### config.mk
export PLATFORM = sky130hd
export DESIGN_NAME = noc_router
export DESIGN_NICKNAME = d
export VERILOG_FILES = /design/src/noc_pkg.sv /design/src/sw_if.sv /design/src/route_table.sv /design/src/rx_port.sv /design/src/tx_port.sv /design/src/switch_alloc.sv /design/src/noc_router.sv
export SDC_FILE = /design/constraint.sdc
export NUM_CORES = 1
export LEC_CHECK = 0
export ABC_AREA = 0
export BUFFER_PORTS_ARGS = -buffer_cell sky130_fd_sc_hd__buf_2
export CAP_MARGIN = 20
export CORE_MARGIN = 2
export CORE_UTILIZATION = 35
export CTS_CLUSTER_DIAMETER = 80
export DETAILED_ROUTE_END_ITERATION = 7
export SYNTH_ARGS = -nofsm -noshare
export SYNTH_HDL_FRONTEND = slang
export SYNTH_SLANG_ARGS = --single-unit
### constraint.sdc
create_clock -name clk -period 8 [get_ports clk]
set_input_delay 0.8 -clock clk [delete_from_list [all_inputs] [get_ports clk]]
set_output_delay 0.8 -clock clk [all_outputs]
set_load 0.02 [all_outputs]
### src/noc_pkg.sv
package noc_pkg;

	// flit format
	localparam int flit_width = 8;
	localparam int dest_width = 4;

	// packet and buffer sizing
	localparam int packet_flits = 8;
	localparam int buf_addr_width = $clog2(packet_flits);

	// router radix, same count of inputs and outputs
	localparam int num_ports = 2;
	localparam int port_sel_width = $clog2(num_ports);

	typedef logic [port_sel_width-1:0] port_sel_t;

	// head flit: top bit set, destination in the low nibble
	typedef struct packed {
		logic is_head;
		logic [flit_width-dest_width-2:0] rsvd;
		logic [dest_width-1:0] dest;
	} head_flit_t;

	// body flit: top bit clear, rest is payload
	typedef struct packed {
		logic is_head;
		logic [flit_width-2:0] payload;
	} body_flit_t;

	// one flit word, two decodings
	typedef union packed {
		head_flit_t head_view;
		body_flit_t body_view;
	} flit_t;

endpackage

### src/sw_if.sv
`timescale 1ns/10ps

interface sw_if;

	import noc_pkg::*;

	// switch request and grant
	logic req;
	port_sel_t chnl;
	logic gnt;

	// packet buffer read port, driven by the granted transmitter
	logic [buf_addr_width-1:0] buf_addr;
	flit_t buf_data;

	modport rx (
		output req, chnl, buf_data,
		input gnt, buf_addr
	);

	modport alloc (
		input req, chnl, buf_data,
		output gnt, buf_addr
	);

endinterface

### src/route_table.sv
`timescale 1ns/10ps

module route_table (
	input logic clk,
	input logic reset,
	input logic we,
	input logic [noc_pkg::dest_width-1:0] waddr,
	input noc_pkg::port_sel_t wport,
	input logic [noc_pkg::dest_width-1:0] raddr0,
	input logic [noc_pkg::dest_width-1:0] raddr1,
	output noc_pkg::port_sel_t rport0,
	output noc_pkg::port_sel_t rport1
);

	import noc_pkg::*;

	// one output port per destination
	port_sel_t entries [2**dest_width];

	always_ff @(posedge clk or posedge reset) begin
		if (reset) begin
			// all destinations start on output 0
			for (int i = 0; i < 2**dest_width; i++) begin
				entries[i] <= '0;
			end
			rport0 <= '0;
			rport1 <= '0;
		end else begin
			if (we) begin
				entries[waddr] <= wport;
			end
			// registered lookups, one per input port
			rport0 <= entries[raddr0];
			rport1 <= entries[raddr1];
		end
	end

endmodule

### src/rx_port.sv
`timescale 1ns/10ps

module rx_port (
	input logic clk,
	input logic reset,
	input logic ch_req,
	input noc_pkg::flit_t ch_flit,
	output logic ch_ack,
	output logic [noc_pkg::dest_width-1:0] table_addr,
	input noc_pkg::port_sel_t table_port,
	sw_if.rx sw
);

	import noc_pkg::*;

	typedef enum logic [2:0] {
		st_idle,
		st_latched,
		st_route,
		st_buffer,
		st_wait_gnt,
		st_send
	} rx_state_t;

	rx_state_t state;

	// request synchronizer and edge detect
	logic req_s1;
	logic req_s2;
	logic req_old;
	logic req_edge;

	flit_t flit_q;
	port_sel_t out_port;
	logic [buf_addr_width-1:0] flit_cnt;
	flit_t buf_mem [packet_flits];

	assign req_edge = req_s2 ^ req_old;

	// lookup address comes straight from the held head flit
	assign table_addr = flit_q.head_view.dest;

	// transmitter reads the buffer combinationally
	assign sw.buf_data = buf_mem[sw.buf_addr];

	always_ff @(posedge clk or posedge reset) begin
		if (reset) begin
			req_s1 <= 1'b0;
			req_s2 <= 1'b0;
			req_old <= 1'b0;
		end else begin
			req_s1 <= ch_req;
			req_s2 <= req_s1;
			req_old <= req_s2;
		end
	end

	always_ff @(posedge clk or posedge reset) begin
		if (reset) begin
			state <= st_idle;
			ch_ack <= 1'b0;
			flit_q <= '0;
			out_port <= '0;
			flit_cnt <= '0;
			sw.req <= 1'b0;
			sw.chnl <= '0;
			for (int i = 0; i < packet_flits; i++) begin
				buf_mem[i] <= '0;
			end
		end else begin
			case (state)
				st_idle: begin
					if (req_edge) begin
						flit_q <= ch_flit;
						state <= st_latched;
					end
				end
				st_latched: begin
					// head flits need a table lookup first
					if (flit_q.head_view.is_head) begin
						state <= st_route;
					end else begin
						state <= st_buffer;
					end
				end
				st_route: begin
					out_port <= table_port;
					state <= st_buffer;
				end
				st_buffer: begin
					buf_mem[flit_cnt] <= flit_q;
					if (flit_cnt != buf_addr_width'(packet_flits - 1)) begin
						flit_cnt <= flit_cnt + 1'b1;
						ch_ack <= ~ch_ack;
						state <= st_idle;
					end else begin
						// packet complete, last ack held until it has left
						sw.req <= 1'b1;
						sw.chnl <= out_port;
						state <= st_wait_gnt;
					end
				end
				st_wait_gnt: begin
					if (sw.gnt) begin
						state <= st_send;
					end
				end
				st_send: begin
					// grant falls once the last flit is taken downstream
					if (!sw.gnt) begin
						sw.req <= 1'b0;
						ch_ack <= ~ch_ack;
						flit_cnt <= '0;
						state <= st_idle;
					end
				end
				default: begin
					state <= st_idle;
				end
			endcase
		end
	end

endmodule

### src/tx_port.sv
`timescale 1ns/10ps

module tx_port (
	input logic clk,
	input logic reset,
	input logic start,
	output logic [noc_pkg::buf_addr_width-1:0] rd_addr,
	input noc_pkg::flit_t rd_data,
	output logic done,
	output logic ch_req,
	output noc_pkg::flit_t ch_flit,
	input logic ch_ack
);

	import noc_pkg::*;

	// ack synchronizer and edge detect
	logic ack_s1;
	logic ack_s2;
	logic ack_old;
	logic ack_edge;

	logic active;
	// index of the flit currently on the channel
	logic [buf_addr_width-1:0] flit_cnt;

	assign ack_edge = ack_s2 ^ ack_old;

	// look one flit ahead so the next one goes out right after the ack
	assign rd_addr = active ? flit_cnt + 1'b1 : '0;

	always_ff @(posedge clk or posedge reset) begin
		if (reset) begin
			ack_s1 <= 1'b0;
			ack_s2 <= 1'b0;
			ack_old <= 1'b0;
		end else begin
			ack_s1 <= ch_ack;
			ack_s2 <= ack_s1;
			ack_old <= ack_s2;
		end
	end

	always_ff @(posedge clk or posedge reset) begin
		if (reset) begin
			active <= 1'b0;
			flit_cnt <= '0;
			done <= 1'b0;
			ch_req <= 1'b0;
			ch_flit <= '0;
		end else begin
			done <= 1'b0;
			if (!active) begin
				if (start) begin
					ch_flit <= rd_data;
					ch_req <= ~ch_req;
					flit_cnt <= '0;
					active <= 1'b1;
				end
			end else if (ack_edge) begin
				if (flit_cnt == buf_addr_width'(packet_flits - 1)) begin
					// whole packet taken downstream
					active <= 1'b0;
					flit_cnt <= '0;
					done <= 1'b1;
				end else begin
					ch_flit <= rd_data;
					ch_req <= ~ch_req;
					flit_cnt <= flit_cnt + 1'b1;
				end
			end
		end
	end

endmodule

### src/switch_alloc.sv
`timescale 1ns/10ps

module switch_alloc (
	input logic clk,
	input logic reset,
	sw_if.alloc rx0,
	sw_if.alloc rx1,
	output logic out0_req,
	output logic out1_req,
	output noc_pkg::flit_t out0_flit,
	output noc_pkg::flit_t out1_flit,
	input logic out0_ack,
	input logic out1_ack
);

	import noc_pkg::*;

	// per input
	logic [num_ports-1:0] req_in;
	logic [num_ports-1:0] gnt_in;
	port_sel_t chnl_in [num_ports];
	flit_t data_in [num_ports];

	// per output
	logic [num_ports-1:0] busy_q;
	logic [num_ports-1:0] release_q;
	logic [num_ports-1:0] owner_q;
	logic [num_ports-1:0] ptr_q;
	logic [num_ports-1:0] start_q;
	logic [num_ports-1:0] done;
	logic [buf_addr_width-1:0] rd_addr [num_ports];
	logic [num_ports-1:0] cand [num_ports];

	assign req_in = {rx1.req, rx0.req};
	assign chnl_in[0] = rx0.chnl;
	assign chnl_in[1] = rx1.chnl;
	assign data_in[0] = rx0.buf_data;
	assign data_in[1] = rx1.buf_data;

	assign rx0.gnt = gnt_in[0];
	assign rx1.gnt = gnt_in[1];

	// each input follows the transmitter that owns it
	assign rx0.buf_addr = (busy_q[1] && !owner_q[1]) ? rd_addr[1] : rd_addr[0];
	assign rx1.buf_addr = (busy_q[1] && owner_q[1]) ? rd_addr[1] : rd_addr[0];

	always_comb begin
		gnt_in = '0;
		for (int o = 0; o < num_ports; o++) begin
			if (busy_q[o] && !release_q[o]) begin
				gnt_in[owner_q[o]] = 1'b1;
			end
		end
		// inputs asking for this output and not already served
		for (int o = 0; o < num_ports; o++) begin
			for (int i = 0; i < num_ports; i++) begin
				cand[o][i] = req_in[i] && (chnl_in[i] == port_sel_t'(o)) && !gnt_in[i];
			end
		end
	end

	always_ff @(posedge clk or posedge reset) begin
		if (reset) begin
			busy_q <= '0;
			release_q <= '0;
			owner_q <= '0;
			ptr_q <= '0;
			start_q <= '0;
		end else begin
			for (int o = 0; o < num_ports; o++) begin
				start_q[o] <= 1'b0;
				if (!busy_q[o]) begin
					if (cand[o] != '0) begin
						busy_q[o] <= 1'b1;
						start_q[o] <= 1'b1;
						if (&cand[o]) begin
							// both compete, pointer decides and then flips
							owner_q[o] <= ptr_q[o];
							ptr_q[o] <= ~ptr_q[o];
						end else begin
							owner_q[o] <= cand[o][1];
						end
					end
				end else if (release_q[o]) begin
					// one idle cycle so the old request can drop
					busy_q[o] <= 1'b0;
					release_q[o] <= 1'b0;
				end else if (done[o]) begin
					release_q[o] <= 1'b1;
				end
			end
		end
	end

	tx_port u_tx0 (
		.clk(clk),
		.reset(reset),
		.start(start_q[0]),
		.rd_addr(rd_addr[0]),
		.rd_data(data_in[owner_q[0]]),
		.done(done[0]),
		.ch_req(out0_req),
		.ch_flit(out0_flit),
		.ch_ack(out0_ack)
	);

	tx_port u_tx1 (
		.clk(clk),
		.reset(reset),
		.start(start_q[1]),
		.rd_addr(rd_addr[1]),
		.rd_data(data_in[owner_q[1]]),
		.done(done[1]),
		.ch_req(out1_req),
		.ch_flit(out1_flit),
		.ch_ack(out1_ack)
	);

endmodule

### src/noc_router.sv
`timescale 1ns/10ps

module noc_router (
	input logic clk,
	input logic reset,
	input logic in0_req,
	input noc_pkg::flit_t in0_flit,
	output logic in0_ack,
	input logic in1_req,
	input noc_pkg::flit_t in1_flit,
	output logic in1_ack,
	output logic out0_req,
	output noc_pkg::flit_t out0_flit,
	input logic out0_ack,
	output logic out1_req,
	output noc_pkg::flit_t out1_flit,
	input logic out1_ack,
	input logic cfg_we,
	input logic [noc_pkg::dest_width-1:0] cfg_dest,
	input noc_pkg::port_sel_t cfg_port
);

	import noc_pkg::*;

	logic [dest_width-1:0] table_addr0;
	logic [dest_width-1:0] table_addr1;
	port_sel_t table_port0;
	port_sel_t table_port1;

	sw_if sw0 ();
	sw_if sw1 ();

	route_table u_route_table (
		.clk(clk),
		.reset(reset),
		.we(cfg_we),
		.waddr(cfg_dest),
		.wport(cfg_port),
		.raddr0(table_addr0),
		.raddr1(table_addr1),
		.rport0(table_port0),
		.rport1(table_port1)
	);

	rx_port u_rx0 (
		.clk(clk),
		.reset(reset),
		.ch_req(in0_req),
		.ch_flit(in0_flit),
		.ch_ack(in0_ack),
		.table_addr(table_addr0),
		.table_port(table_port0),
		.sw(sw0.rx)
	);

	rx_port u_rx1 (
		.clk(clk),
		.reset(reset),
		.ch_req(in1_req),
		.ch_flit(in1_flit),
		.ch_ack(in1_ack),
		.table_addr(table_addr1),
		.table_port(table_port1),
		.sw(sw1.rx)
	);

	switch_alloc u_switch_alloc (
		.clk(clk),
		.reset(reset),
		.rx0(sw0.alloc),
		.rx1(sw1.alloc),
		.out0_req(out0_req),
		.out1_req(out1_req),
		.out0_flit(out0_flit),
		.out1_flit(out1_flit),
		.out0_ack(out0_ack),
		.out1_ack(out1_ack)
	);

endmodule

* Word-level counts from Yosys, hierarchy flattened
Cells that the tools add are included.
** Cells by class
- $add $sub $neg :: 4
- Order comparisons :: 16
- Equal/unequal tests :: 28
- Mux-type cells :: 117
- Bitwise gates (word level) :: 26
- Reduce and logical (&&, ||, !) cells :: 50
** Operator list (count)
- $mux W8 :: 20
- $bwmux W64 :: 2
- $mux W3 :: 22
- $mux W1 :: 53
- $bmux W8 S3 :: 2
- $demux W8 S3 :: 2
- $pmux W3 S6 :: 2
- $reduce_and A3 Y1 :: 8
- $reduce_and A2 Y1 :: 10
- $eq A3 B3 Y1 const B :: 6
- $logic_and A1 B1 Y1 :: 17
- $bwmux W16 :: 1
- $ge A4 B4 Y1 const B :: 4
- $ne A2 B2 Y1 const B :: 8
- $not A3 Y4 :: 4
- $ge A5 B5 Y1 const B :: 3
- $not A4 Y5 :: 3
- $add A3 B1 Y3 const B :: 4
- $eq A3 B2 Y1 const B :: 4
- $ne A2 B1 Y1 const B :: 6
- $not A1 Y1 :: 12
- $pmux W3 S2 :: 2
- $reduce_bool A2 Y1 :: 6
- $bmux W1 S4 :: 2
- 17 further kinds :: 38
** Word-level totals
- Bits in registers :: 232
- Input port bits :: 28
- Output and inout bits :: 20
- Word-level logic and storage cells :: 319

* Longest topological paths before layout
Gate-level depths: netlist of run 1.
- Word-level depth :: 13
- Gate-level depth with buffers :: 8
- Depth with buffers taken out :: 7

* Hierarchy
From an unflattened synthesis of run 1, not the netlist that was laid out.
** Second synthesis, totals
- Cell total of the unflattened synthesis :: 734
- Area total of the unflattened synthesis :: 11041.8 µm²
** Modules (own cells, without submodules)
- rx_port :: times used 2, cells each 242, area an instance 3893.7 µm², seq. area each 2127.0 µm²
- tx_port :: times used 2, cells each 52, area an instance 724.4 µm², seq. area each 425.4 µm²
- route_table :: times used 1, cells each 76, area an instance 1049.8 µm², seq. area each 450.4 µm²
- switch_alloc :: times used 1, cells each 70, area an instance 755.7 µm², seq. area each 250.2 µm²

* Worst setup path before layout of run 1
OpenSTA, ideal clock, no wires.
- Kind :: register to register
- From :: register u_switch_alloc.u_tx1.flit_cnt[0]
- To :: register u_switch_alloc.u_tx1.ch_flit[3] (netlist name)
- Library setup time :: 0.141 ns
- Arrival time :: 1.813 ns
- Required time :: 7.859 ns
- Path slack :: 6.046 ns
- Cell stages (with the launch flop) :: 9
- Path buffers :: 1
- Clock period less this slack :: 1.954 ns
- Cell sequence :: dfrtp_1 ha_1 ha_1 nand2_1 mux2i_2 buf_2 o2111ai_1 nand4_1 o221ai_1
** On the way
- Cells in the longest elaborated chain, start to end :: 13
** RTL lines
- start, declared :: RTL line tx_port.sv:25 : logic [buf_addr_width-1:0] flit_cnt;
- start signal, assigned :: RTL line tx_port.sv:69 : flit_cnt <= flit_cnt + 1'b1;
- $add A3 B1 Y3 :: RTL line tx_port.sv:30 : assign rd_addr = active ? flit_cnt + 1'b1 : '0;
- $mux W3 :: RTL line tx_port.sv:30
- $mux W3 (on tied branches) :: RTL line switch_alloc.sv:45, switch_alloc.sv:44
- $not A3 Y4 (implied by the code) :: RTL line rx_port.sv:44 : assign sw.buf_data = buf_mem[sw.buf_addr];
- $bmux W8 S3 :: RTL line rx_port.sv:44
- $mux W8 (implied by the code) (2 in a row) :: RTL line rx_port.sv:44
- $mux W8 (implied by the code) (3 in a row) :: RTL line switch_alloc.sv:112 : .rd_data(data_in[owner_q[1]]),
- $mux W8 :: RTL line tx_port.sv:61 : if (flit_cnt == buf_addr_width'(packet_flits - 1)) begin
- $mux W8 :: RTL line tx_port.sv:60 : end else if (ack_edge) begin
- $mux W8 :: RTL line tx_port.sv:53 : if (!active) begin
- end signal, assigned :: RTL line tx_port.sv:55 : ch_flit <= rd_data;
- end signal, assigned :: RTL line tx_port.sv:67 : ch_flit <= rd_data;
- end, declared :: RTL line tx_port.sv:11 : output noc_pkg::flit_t ch_flit,
Parallel ways exist; a longest one is shown, timed or not. The select of a mux whose other input is x is not followed.
A chain may end at the register's enable or synchronous reset.

* Final worst setup path of run 1
- From :: register u_switch_alloc.u_tx0.active
- To :: register u_switch_alloc.u_tx0.ch_flit[4] (netlist name)
** On the way
- Cells in the longest elaborated chain, start to end :: 12
** RTL lines
- start, declared :: RTL line tx_port.sv:23 : logic active;
- start signal, assigned :: RTL line tx_port.sv:46 : active <= 1'b0;
- start signal, assigned :: RTL line tx_port.sv:58 : active <= 1'b1;
- start signal, assigned :: RTL line tx_port.sv:63 : active <= 1'b0;
- $mux W3 :: RTL line tx_port.sv:30
- $mux W3 (on tied branches) :: RTL line switch_alloc.sv:45, switch_alloc.sv:44
- $not A3 Y4 (implied by the code) :: RTL line rx_port.sv:44
- $bmux W8 S3 :: RTL line rx_port.sv:44
- $mux W8 (implied by the code) (2 in a row) :: RTL line rx_port.sv:44
- $mux W8 (implied by the code) (3 in a row) :: RTL line switch_alloc.sv:100 : .rd_data(data_in[owner_q[0]]),
- $mux W8 :: RTL line tx_port.sv:61
- $mux W8 :: RTL line tx_port.sv:60
- $mux W8 :: RTL line tx_port.sv:53
- end signal, assigned :: RTL line tx_port.sv:55
- end signal, assigned :: RTL line tx_port.sv:67
- end, declared :: RTL line tx_port.sv:11
Parallel ways exist; a longest one is shown, timed or not. The select of a mux whose other input is x is not followed.

==> reports/qor.csv, run 1 <==
stage;metric;value;unit
clock_tree;hold_buf cts;0;
clock_tree;CTS max path bufs;3;
critical_path;Required @ worst endpoint;8.40;ns
grt;number of global-route vias before repair;7679;
clock_tree;clk_lat worst skew;0.54;ns
route;Avg WL per Cell;19.0;µm
place;DPL Wire Length;17600;µm
min_path;Hold Path Class;in -> async;
timing;fmax;0.360;GHz
synth;syn nets;1001;
floorplanning;Initial Util;0.353;
cells_and_area;Final #Nets;1012;
clock_tree;cts bufs inserted;27;
route;initial DRC count;459;
clock_tree;clk sink count;232;
timing;clock skew;0.0174;ns
cells_and_area;number of diodes;0;
floorplanning;Die Wd;182;µm
clock_tree;clock slew at reported path FFs;0.06;ns
pwr;total power;5.47;mW
floorplanning;die area;0.0331;mm²
synth;YS warnings;0;
cells_and_area;layout cell share with drive strength beyond 1;0.265;
critical_path;critical path's largest stage delay;0.95;ns
timing;Finish-stage setup viols;0;
route;drt first pass iters;5;
cells_and_area;# fillers;2942;
clock_tree;clk root buf;clkbuf_16;
route;DR vias;7660;
critical_path;CP cell instances;nand2b_2, buf_4, o21a_1, o2111ai_1, nand4_1, o221ai_1;
route;antenna viol nets, final;0;
critical_path;Worst setup EP type;flop;
synth;synthesized area per cell;11.5;µm²
pwr;Pleak;5.28;nW
synth;#FFs+latches synth;232;
synth;area share of the largest cell type after synthesis;0.525;
pwr;Peak VDD IR;0.000298;V
grt;grt ovf;0;
place;final weighted congestion in routability-driven placement;0.797;
route;DRC viols;0;
timing;crit path time final;2.78;ns
timing;worst rel slew slack;0.272;
timing;fin crit share;0.347;
floorplanning;die extent in y;182;µm
route;Routed Wire Length;26600;µm
critical_path;category of the most critical setup path;reg -> reg;
status;outcome;complete, no violations;
clock_tree;CTS tree;yes;
grt;first-pass GRT wire length;43100;µm
place;I/O Buffers;47;
clock_tree;htree depth;1;
clock_tree;post_cts resized;0;
cells_and_area;Syn-to-layout area delta;12.7;%
synth;Post-synth EDFFs;0;
critical_path;Worst Path Max Fanout;67;
synth;Gate Count Post-Synth;965;
critical_path;CP arrival;3.18;ns
synth;leading area contributor after synthesis;dfrtp_1;
clock_tree;Post-CTS Setup Inserts;0;
grt;initial antenna violation count;0;
critical_path;crit start category;flop;
route;Vias/cell;5.48;
grt;largest net degree at the start of global routing;88;
floorplanning;Rows;65;
timing;Hold Violations, Final;0;
synth;ys async rst share;1.00;
timing;fin. max-slew vios;0;
floorplanning;number of top-level pins;48;
critical_path;cell family with most CP delay;compound AO/OA/AOI/OAI gates;
critical_path;Slowest-stage cell, CP;o21a_1;
timing;Slew @ Worst Pin;1.09;ns
timing;RSZ-0062 raised after global routing;no;
synth;synth unique cells;53;
floorplanning;Core ar.;0.0313;mm²
critical_path;CP bufs+invs;1;
synth;Post-synth top flop;dfrtp_1;
flow_run;Max Cap Violations;0;
synth;sequential area share after synthesis;0.525;
synth;synthesized area;0.0111;mm²
timing;Fin Setup TNS;0;ns
grt;GRT Overall Usage;0.163;
synth;ranking of synthesized cells by area;dfrtp_1, mux2_2, o2111ai_1, o211ai_1, inv_1;
pwr;PwrDens;439;mW/mm²
cells by family (layout without fill, tap and decap cells):
family,count (synthesis),in the layout,share of synthesized area
flip-flops,232,232,0.525
adder cells (fa/ha/maj),8,8,0.00905
multiplexers,155,155,0.167
XOR/XNOR,10,10,0.00859
AO/OA/AOI/OAI,221,221,0.147
AND/OR/NAND/NOR,188,188,0.0865
buffers and inverters,151,183,0.0571
metrics by stage:
step	cells	instance area (µm²)	setup WS [ns]	hold WS, ns	utilization
after floorplan	965	11100	0.839	0.331	-
after global placement	1347	11500	5.33	0.338	0.368
after detailed placement	1347	11500	5.27	0.337	0.368
after CTS	1397	12400	5.29	0.350	0.397
after global routing	1399	12500	5.01	0.358	0.398
final	1399	12500	5.22	0.328	0.398
area by class of cell:
type / instances / area, µm² / share of cell area
clock buffer: 38 / 767 / 0.0615
clock inverter: 12 / 144 / 0.0115
inverter: 78 / 300 / 0.0241
multi-input combinational: 582 / 4630 / 0.372
sequential: 232 / 5810 / 0.465
tap: 402 / 503 / 0.0403
timing repair buffer: 55 / 319 / 0.0256
state kept, by name, indices dropped and copies added (netlist names), 2 cells and up:
| name | flops |
|---|---|
| u_switch_alloc.ptr_q | 2 |
| u_rx0.buf_mem | 64 |
| u_switch_alloc.u_tx1.ch_flit | 8 |
| u_rx1.state | 3 |
| u_rx0.state | 3 |
| u_switch_alloc.release_q | 2 |
| u_switch_alloc.u_tx0.ch_flit | 8 |
| u_rx0.flit_cnt | 3 |
| u_switch_alloc.u_tx0.flit_cnt | 3 |
| u_switch_alloc.start_q | 2 |
| u_switch_alloc.busy_q | 2 |
| u_switch_alloc.owner_q | 2 |
| u_rx1.buf_mem | 64 |
| u_switch_alloc.u_tx1.flit_cnt | 3 |
| u_rx0.flit_q | 8 |
| u_route_table.entries | 16 |
| u_rx1.flit_q | 8 |
| u_rx1.flit_cnt | 3 |
metal layers:
metal | up-vias | track usage | wire (µm)
li1 | 3596 | - | -
met1 | 3856 | 0.230 | 12600
met5 | - | 0 | 0
met4 | 0 | 0.0621 | 1010
met3 | 55 | 0.0237 | 960
met2 | 153 | 0.254 | 12000
path summary, 6_finish.rpt:
kind,endpoint,slack [ns],startpoint,cells past startpoint
hold / removal,u_rx0.req_old$_DFF_PP0_,0.33,reset,2
max in group asynchronous,u_rx1.buf_mem[34]$_DFFE_PP0P_,6.36,reset,3
setup / recovery,u_switch_alloc.u_tx0.ch_flit[4]$_DFFE_PP0P_,5.22,u_switch_alloc.u_tx0.active$_DFF_PP0_,6
setup reg to reg,u_switch_alloc.u_tx0.ch_flit[4]$_DFFE_PP0P_,5.22,u_switch_alloc.u_tx0.active$_DFF_PP0_,6
hold reg to reg,u_switch_alloc.u_tx1.ack_s2$_DFF_PP0_,0.35,u_switch_alloc.u_tx1.ack_s1$_DFF_PP0_,0
min in group clk,u_switch_alloc.u_tx1.ack_s2$_DFF_PP0_,0.35,u_switch_alloc.u_tx1.ack_s1$_DFF_PP0_,0
report_power, final:
| part | leakage, nW | switching (mW) | total [mW] | internal (mW) |
|---|---|---|---|---|
| Sequential | 2.90 | 0.453 | 2.12 | 1.66 |
| Combinational | 1.94 | 1.23 | 2.11 | 0.876 |
| Clock | 0.446 | 0.486 | 1.25 | 0.763 |
| Total | 5.28 | 2.17 | 5.47 | 3.30 |
cell usage in the layout, fill, tap and decap left out, types with 5 or more instances in the layout:
cell	netlist	final
dfrtp_1	232	232
mux2_2	135	135
inv_1	76	75
nand2_1	75	75
o211ai_1	64	64
o2111ai_1	64	64
buf_2	18	47
o21ai_0	41	41
clkbuf_16	0	27
nor2_1	23	23
nand4_1	22	22
o221ai_1	16	16
nand3_1	14	14
nand2b_1	14	13
a21oi_1	13	13
mux4_2	10	10
nor3_1	9	9
mux2i_1	8	8
ha_1	8	8
xnor2_1	7	7
nor3_2	6	6
clkbuf_1	36	6
clkinv_2	0	6
buf_4	1	6
nand3b_1	5	5
o22ai_1	5	5
clkbuf_8	0	5
Yosys cell counts (14+ instances only):
cell type  instances
o2111ai_1         64
nand2b_1          14
nand3_1           14
clkbuf_1          36
nor2_1            23
inv_1             76
buf_2             18
nand4_1           22
o211ai_1          64
o21ai_0           41
o221ai_1          16
nand2_1           75
mux2_2           135
dfrtp_1          232
(Power assumes the default switching activity.)
==> inputs of run 2 (changes only) <==
==> constraint.sdc (replaced) <==
create_clock -name clk -period 2.75 [get_ports clk]
set_input_delay 0.275 -clock clk [delete_from_list [all_inputs] [get_ports clk]]
set_output_delay 0.275 -clock clk [all_outputs]
set_load 0.02 [all_outputs]
==> run 2 against run 1 <==
Sequential power grew to 2.9 times the previous value. Sequential share of layout area down 1.1 points. Highest routed layer unchanged. Clock skew decreased by 0.0065 ns. Die area unchanged. Largest power group is now combinational cells.
==> reports/qor.csv, run 2 (synthesis gave the netlist of run 1 again) <==
stage;metric;value;unit
status;outcome;complete, no violations;
min_path;worst hold path depth;3;
place;pre-CTS setup slack;0.454;ns
route;initial DRC count;645;
floorplanning;Initial Util;0.353;
critical_path;crit path to;u_switch_alloc.u_tx0.ch_flit[1]$_DFFE_PP0P_;
critical_path;Worst setup EP type;flop;
timing;fin crit share;0.840;
cells_and_area;biggest regs;u_rx0.buf_mem: 64 flops, u_rx1.buf_mem: 64 flops, u_route_table.entries: 16 flops;
critical_path;Required @ worst endpoint;3.14;ns
timing;worst rel slew slack;0.520;
place;final weighted congestion in routability-driven placement;0.810;
route;DRC viols;0;
grt;GRT Overall Usage;0.168;
clock_tree;clk_lat worst skew;0.53;ns
critical_path;crit start category;flop;
min_path;Hold Path Class;in -> reg;
critical_path;R2R Setup Slk;0.44;ns
floorplanning;die area;0.0331;mm²
clock_tree;clk sink count;232;
critical_path;reg2reg path depth;7;
timing;fmax;0.433;GHz
floorplanning;Die Wd;182;µm
grt;initial antenna violation count;1;
route;Routed Wire Length;27100;µm
cells_and_area;Syn-to-layout area delta;15.5;%
cells_and_area;most common cell after layout, fill and taps aside;dfrtp_1;
grt;first-pass GRT wire length;44600;µm
timing;fin. max-slew vios;0;
cells_and_area;number of diodes;0;
clock_tree;cts bufs inserted;26;
critical_path;Worst Path Max Fanout;16;
grt;largest net degree at the start of global routing;110;
cells_and_area;Final #Nets;1053;
route;antenna viol nets, final;0;
timing;clock skew;0.0109;ns
timing;RSZ-0062 raised after global routing;no;
cells_and_area;most frequent cells in the layout;dfrtp_1, mux2_2, inv_1, nand2_1;
route;drt first pass iters;5;
critical_path;worst r2r dst;u_switch_alloc.u_tx0.ch_flit[1]$_DFFE_PP0P_;
timing;post-route setup slack;0.439;ns
floorplanning;Rows;65;
floorplanning;number of top-level pins;48;
grt;number of global-route vias before repair;7989;
floorplanning;die extent in y;182;µm
grt;grt ovf;0;
pwr;Peak VDD IR;0.000575;V
pwr;Pleak;5.45;nW
critical_path;category of the most critical setup path;reg -> reg;
clock_tree;htree depth;1;
clock_tree;CTS max path bufs;3;
clock_tree;clk root buf;clkbuf_16;
flow_run;Max Cap Violations;0;
clock_tree;CTS tree;yes;
timing;Finish-stage setup viols;0;
place;DPL Wire Length;18500;µm
cells_and_area;# fillers;2924;
place;I/O Buffers;47;
timing;crit path time final;2.31;ns
timing;Slew @ Worst Pin;0.720;ns
critical_path;Crit. Startpoint;u_switch_alloc.u_tx0.flit_cnt[0]$_DFFE_PP0P_;
clock_tree;Post-CTS Setup Inserts;0;
critical_path;FF-to-FF Start;u_switch_alloc.u_tx0.flit_cnt[0]$_DFFE_PP0P_;
clock_tree;clock slew at reported path FFs;0.06;ns
cells_and_area;layout cell share with drive strength beyond 1;0.274;
floorplanning;Core ar.;0.0313;mm²
cells_and_area;Layout Utilization;0.408;
timing;Hold Violations, Final;0;
route;Avg WL per Cell;18.9;µm
route;DR vias;7908;
critical_path;CP arrival;2.71;ns
route;Vias/cell;5.50;
pwr;PwrDens;1250;mW/mm²
[run 2: cell types whose count changed in the layout (fill, tap and decap cells not counted), sizes merged]
| cell | change |
|---|---|
| dlygate4sd3 | +21 |
| clkbuf | -2 |
| bufinv | -2 |
| buf | +21 |
| inv | -1 |
| clkinv | +1 |
[run 2: timing repair]
action	in CTS	in global routing
gates resized for setup	0	0
hold buffers	21	0
endpoints found under the hold margin	32	0
[run 2: through the flow]
step	power (mW)	area, µm²	hold WS, ns	cells	setup TNS [ns]
3_3_place_gp	12.3	11700	0.283	1370	0
2_1_floorplan	10.6	11100	0.306	965	-130.14
4_1_cts	16.0	12800	0.160	1437	0
6_report	15.9	12800	0.178	1437	0
5_1_grt	17.0	12800	0.197	1437	0
3_5_place_dp	12.5	11700	0.286	1370	0
[run 2: worst max-delay path, cell delays in order (launching register included)]
cell and delay [ns]:
dfrtp_1 0.40, ha_1 0.21, ha_1 0.29, nand2_1 0.13, o21ai_2 0.61, o2111ai_1 0.22, nand4_1 0.18, o221ai_1 0.13
[run 2: worst min path at each step]
stage                                            end         from  slack [ns]
6_report        u_route_table.entries[3]$_DFFE_PP0P_  cfg_dest[2]        0.18
5_1_grt         u_route_table.entries[7]$_DFFE_PP0P_  cfg_dest[3]        0.20
4_1_cts         u_route_table.entries[3]$_DFFE_PP0P_  cfg_dest[2]        0.16
3_5_place_dp   u_switch_alloc.u_tx1.ack_s2$_DFF_PP0_        reset        0.29
3_3_place_gp   u_switch_alloc.u_tx1.ack_s2$_DFF_PP0_        reset        0.28
2_1_floorplan                 u_rx0.req_s1$_DFF_PP0_      in0_req        0.31
[run 2: metal layers]
layer	part of all wire	GRT usage	vias to the layer above
met5	0	0	-
met4	0.029	0.0533	0
met3	0.043	0.0215	48
met2	0.46	0.266	175
met1	0.47	0.240	4009
li1	-	-	3676
[run 2: power breakdown]
group	internal (mW)	switching, mW
clock	2.04	1.40
combinational	2.72	3.62
sequential	4.84	1.31
[run 2: final cells by class]
type / count / area, µm² / share of cell area
tap: 402 / 503 / 0.0394
multi-input combinational: 582 / 4630 / 0.363
clock inverter: 10 / 83.8 / 0.00656
inverter: 78 / 297 / 0.0232
timing repair buffer: 97 / 688 / 0.0538
clock buffer: 36 / 769 / 0.0602
sequential: 232 / 5810 / 0.454
==> inputs of run 3 (changes only) <==
==> constraint.sdc (replaced) <==
create_clock -name clk -period 2.3 [get_ports clk]
set_input_delay 0.23 -clock clk [delete_from_list [all_inputs] [get_ports clk]]
set_output_delay 0.23 -clock clk [all_outputs]
set_load 0.02 [all_outputs]
==> run 3 against run 2 <==
Clock power is 25% higher. Critical path depth is 2 higher. Sequential power is 18% higher. Highest routed layer unchanged.
==> reports/qor.csv, run 3 (synthesis gave the netlist of run 1 again) <==
stage;metric;value;unit
timing;Hold Slack;0.127;ns
floorplanning;die area;0.0331;mm²
clock_tree;clk_lat worst skew;0.53;ns
route;initial DRC count;567;
route;Routed Wire Length;27500;µm
timing;worst rel slew slack;0.544;
pwr;total power;19.7;mW
clock_tree;CTS max path bufs;3;
min_path;Hold Path Class;in -> reg;
timing;fmax;0.453;GHz
grt;first-pass GRT wire length;44000;µm
route;DRC viols;0;
critical_path;Crit. Startpoint;u_switch_alloc.u_tx0.flit_cnt[0]$_DFFE_PP0P_;
critical_path;crit path to;u_switch_alloc.u_tx1.ch_flit[5]$_DFFE_PP0P_;
cells_and_area;Final #Nets;1069;
route;antenna viol nets, final;0;
clock_tree;htree depth;1;
grt;largest net degree at the start of global routing;90;
critical_path;worst r2r dst;u_switch_alloc.u_tx1.ch_flit[5]$_DFFE_PP0P_;
timing;Finish-stage setup viols;0;
grt;initial antenna violation count;0;
route;Vias/cell;5.47;
cells_and_area;most frequent cells in the layout;dfrtp_1, mux2_2, inv_1;
place;Inst Count DP;1383;
timing;RSZ-0062 raised after global routing;no;
cells_and_area;Finished Layout Cells;1455;
critical_path;Worst setup EP type;flop;
pwr;PwrDens;1510;mW/mm²
grt;number of global-route vias before repair;7748;
cells_and_area;Register Area;0.00581;mm²
pwr;Pleak;5.56;nW
timing;fin. max-slew vios;0;
min_path;worst hold path depth;3;
critical_path;crit start category;flop;
critical_path;critical path's largest stage delay;0.39;ns
clock_tree;clock slew at reported path FFs;0.06;ns
timing;Fin Setup TNS;0;ns
cells_and_area;Multi-input gate area;0.00470;mm²
cells_and_area;Syn-to-layout area delta;17.8;%
flow_run;Max Cap Violations;0;
cells_and_area;# fillers;2933;
critical_path;Worst Path Max Fanout;8;
clock_tree;clk sink count;232;
place;DPL Wire Length;18500;µm
timing;Hold Violations, Final;0;
place;final weighted congestion in routability-driven placement;0.793;
clock_tree;clk root buf;clkbuf_16;
critical_path;reg2reg path depth;9;
cells_and_area;most common cell after layout, fill and taps aside;dfrtp_1;
critical_path;Required @ worst endpoint;2.69;ns
cells_and_area;layout cell share with drive strength beyond 1;0.291;
grt;GRT Overall Usage;0.167;
route;Avg WL per Cell;18.9;µm
timing;crit path time final;2.21;ns
pwr;Peak VDD IR;0.000913;V
timing;clock skew;0.00972;ns
timing;Slew @ Worst Pin;0.684;ns
cells_and_area;biggest regs;u_rx0.buf_mem: 64 flops, u_rx1.buf_mem: 64 flops, u_route_table.entries: 16 flops;
critical_path;CP cell instances;ha_1, ha_1, nand2_2, buf_6, mux2i_4, buf_6, o2111ai_1, nand4_1, o221ai_1;
floorplanning;Rows;65;
critical_path;CP arrival;2.59;ns
floorplanning;die extent in y;182;µm
place;I/O Buffers;47;
route;DR vias;7952;
critical_path;category of the most critical setup path;reg -> reg;
grt;grt ovf;0;
timing;fin crit share;0.959;
floorplanning;Core ar.;0.0313;mm²
status;outcome;complete, no violations;
critical_path;Slowest-stage cell, CP;dfrtp_1;
floorplanning;Initial Util;0.353;
floorplanning;Die Wd;182;µm
cells_and_area;number of diodes;0;
clock_tree;cts bufs inserted;27;
route;drt first pass iters;4;
critical_path;FF-to-FF Start;u_switch_alloc.u_tx0.flit_cnt[0]$_DFFE_PP0P_;
floorplanning;number of top-level pins;48;
critical_path;R2R Setup Slk;0.09;ns
clock_tree;CTS tree;yes;
run 3: cell count changes in the layout (fill, tap and decap cells not counted), moves of 2 or more:
cell / change
buf_12: +2
clkbuf_8: +2
nand2_2: +2
buf_4: +9
buf_6: +3
nand2_1: -2
run 3: worst min path at each step:
stage	start	endpoint	slack, ns
finish	cfg_dest[3]	u_route_table.entries[7]$_DFFE_PP0P_	0.13
global route	cfg_dest[2]	u_route_table.entries[3]$_DFFE_PP0P_	0.14
CTS	cfg_dest[3]	u_route_table.entries[7]$_DFFE_PP0P_	0.11
detailed placement	reset	u_rx0.buf_mem[23]$_DFFE_PP0P_	0.22
global placement	reset	u_rx0.buf_mem[38]$_DFFE_PP0P_	0.22
floorplan	in0_req	u_rx0.req_s1$_DFF_PP0_	0.26
run 3: per-stage QoR:
stage / util / setup slack, ns / area [µm²]
2_1_floorplan: - / -0.966 / 11100
3_3_place_gp: 0.378 / 0.0965 / 11800
3_5_place_dp: 0.378 / -0.000655 / 11800
4_1_cts: 0.414 / 0.0296 / 13000
5_1_grt: 0.416 / 0.0128 / 13000
6_report: 0.416 / 0.0949 / 13000
run 3: power breakdown:
group | switching (mW) | total [mW] | internal [mW]
logic | 4.58 | 8.10 | 3.52
clock network | 1.67 | 4.30 | 2.63
registers | 1.48 | 7.27 | 5.78
run 3: what timing repair did:
item	CTS	global route
hold endpoints to repair	39	0
gates cloned	0	2
setup buffers	0	0
gates resized for setup	1	14
pin swaps	0	6
hold buffers	21	0
endpoints found under the setup margin	1	16
run 3: metal layers:
| metal | part of all wire | track usage |
|---|---|---|
| met5 | 0 | 0 |
| met2 | 0.47 | 0.269 |
| met3 | 0.041 | 0.0231 |
| met1 | 0.46 | 0.234 |
| met4 | 0.028 | 0.0520 |
run 3: worst max-delay path, delay by kind of cell, from the launching register on:
family / cells / cell delay [ns]
buf+inv: 2 / 0.35
simple gates: 2 / 0.32
mux: 1 / 0.21
compound gates: 2 / 0.28
fa+ha+maj: 2 / 0.51
flops: 1 / 0.39
run 3: cell type report:
| cell class | count | share of cell area |
|---|---|---|
| clock buffers | 39 | 0.0614 |
| multi-input cells | 583 | 0.360 |
| inverters | 78 | 0.0227 |
| clock inverters | 10 | 0.00806 |
| flip-flops and latches | 232 | 0.445 |
| repair buffers | 111 | 0.0636 |
| well taps | 402 | 0.0386 |
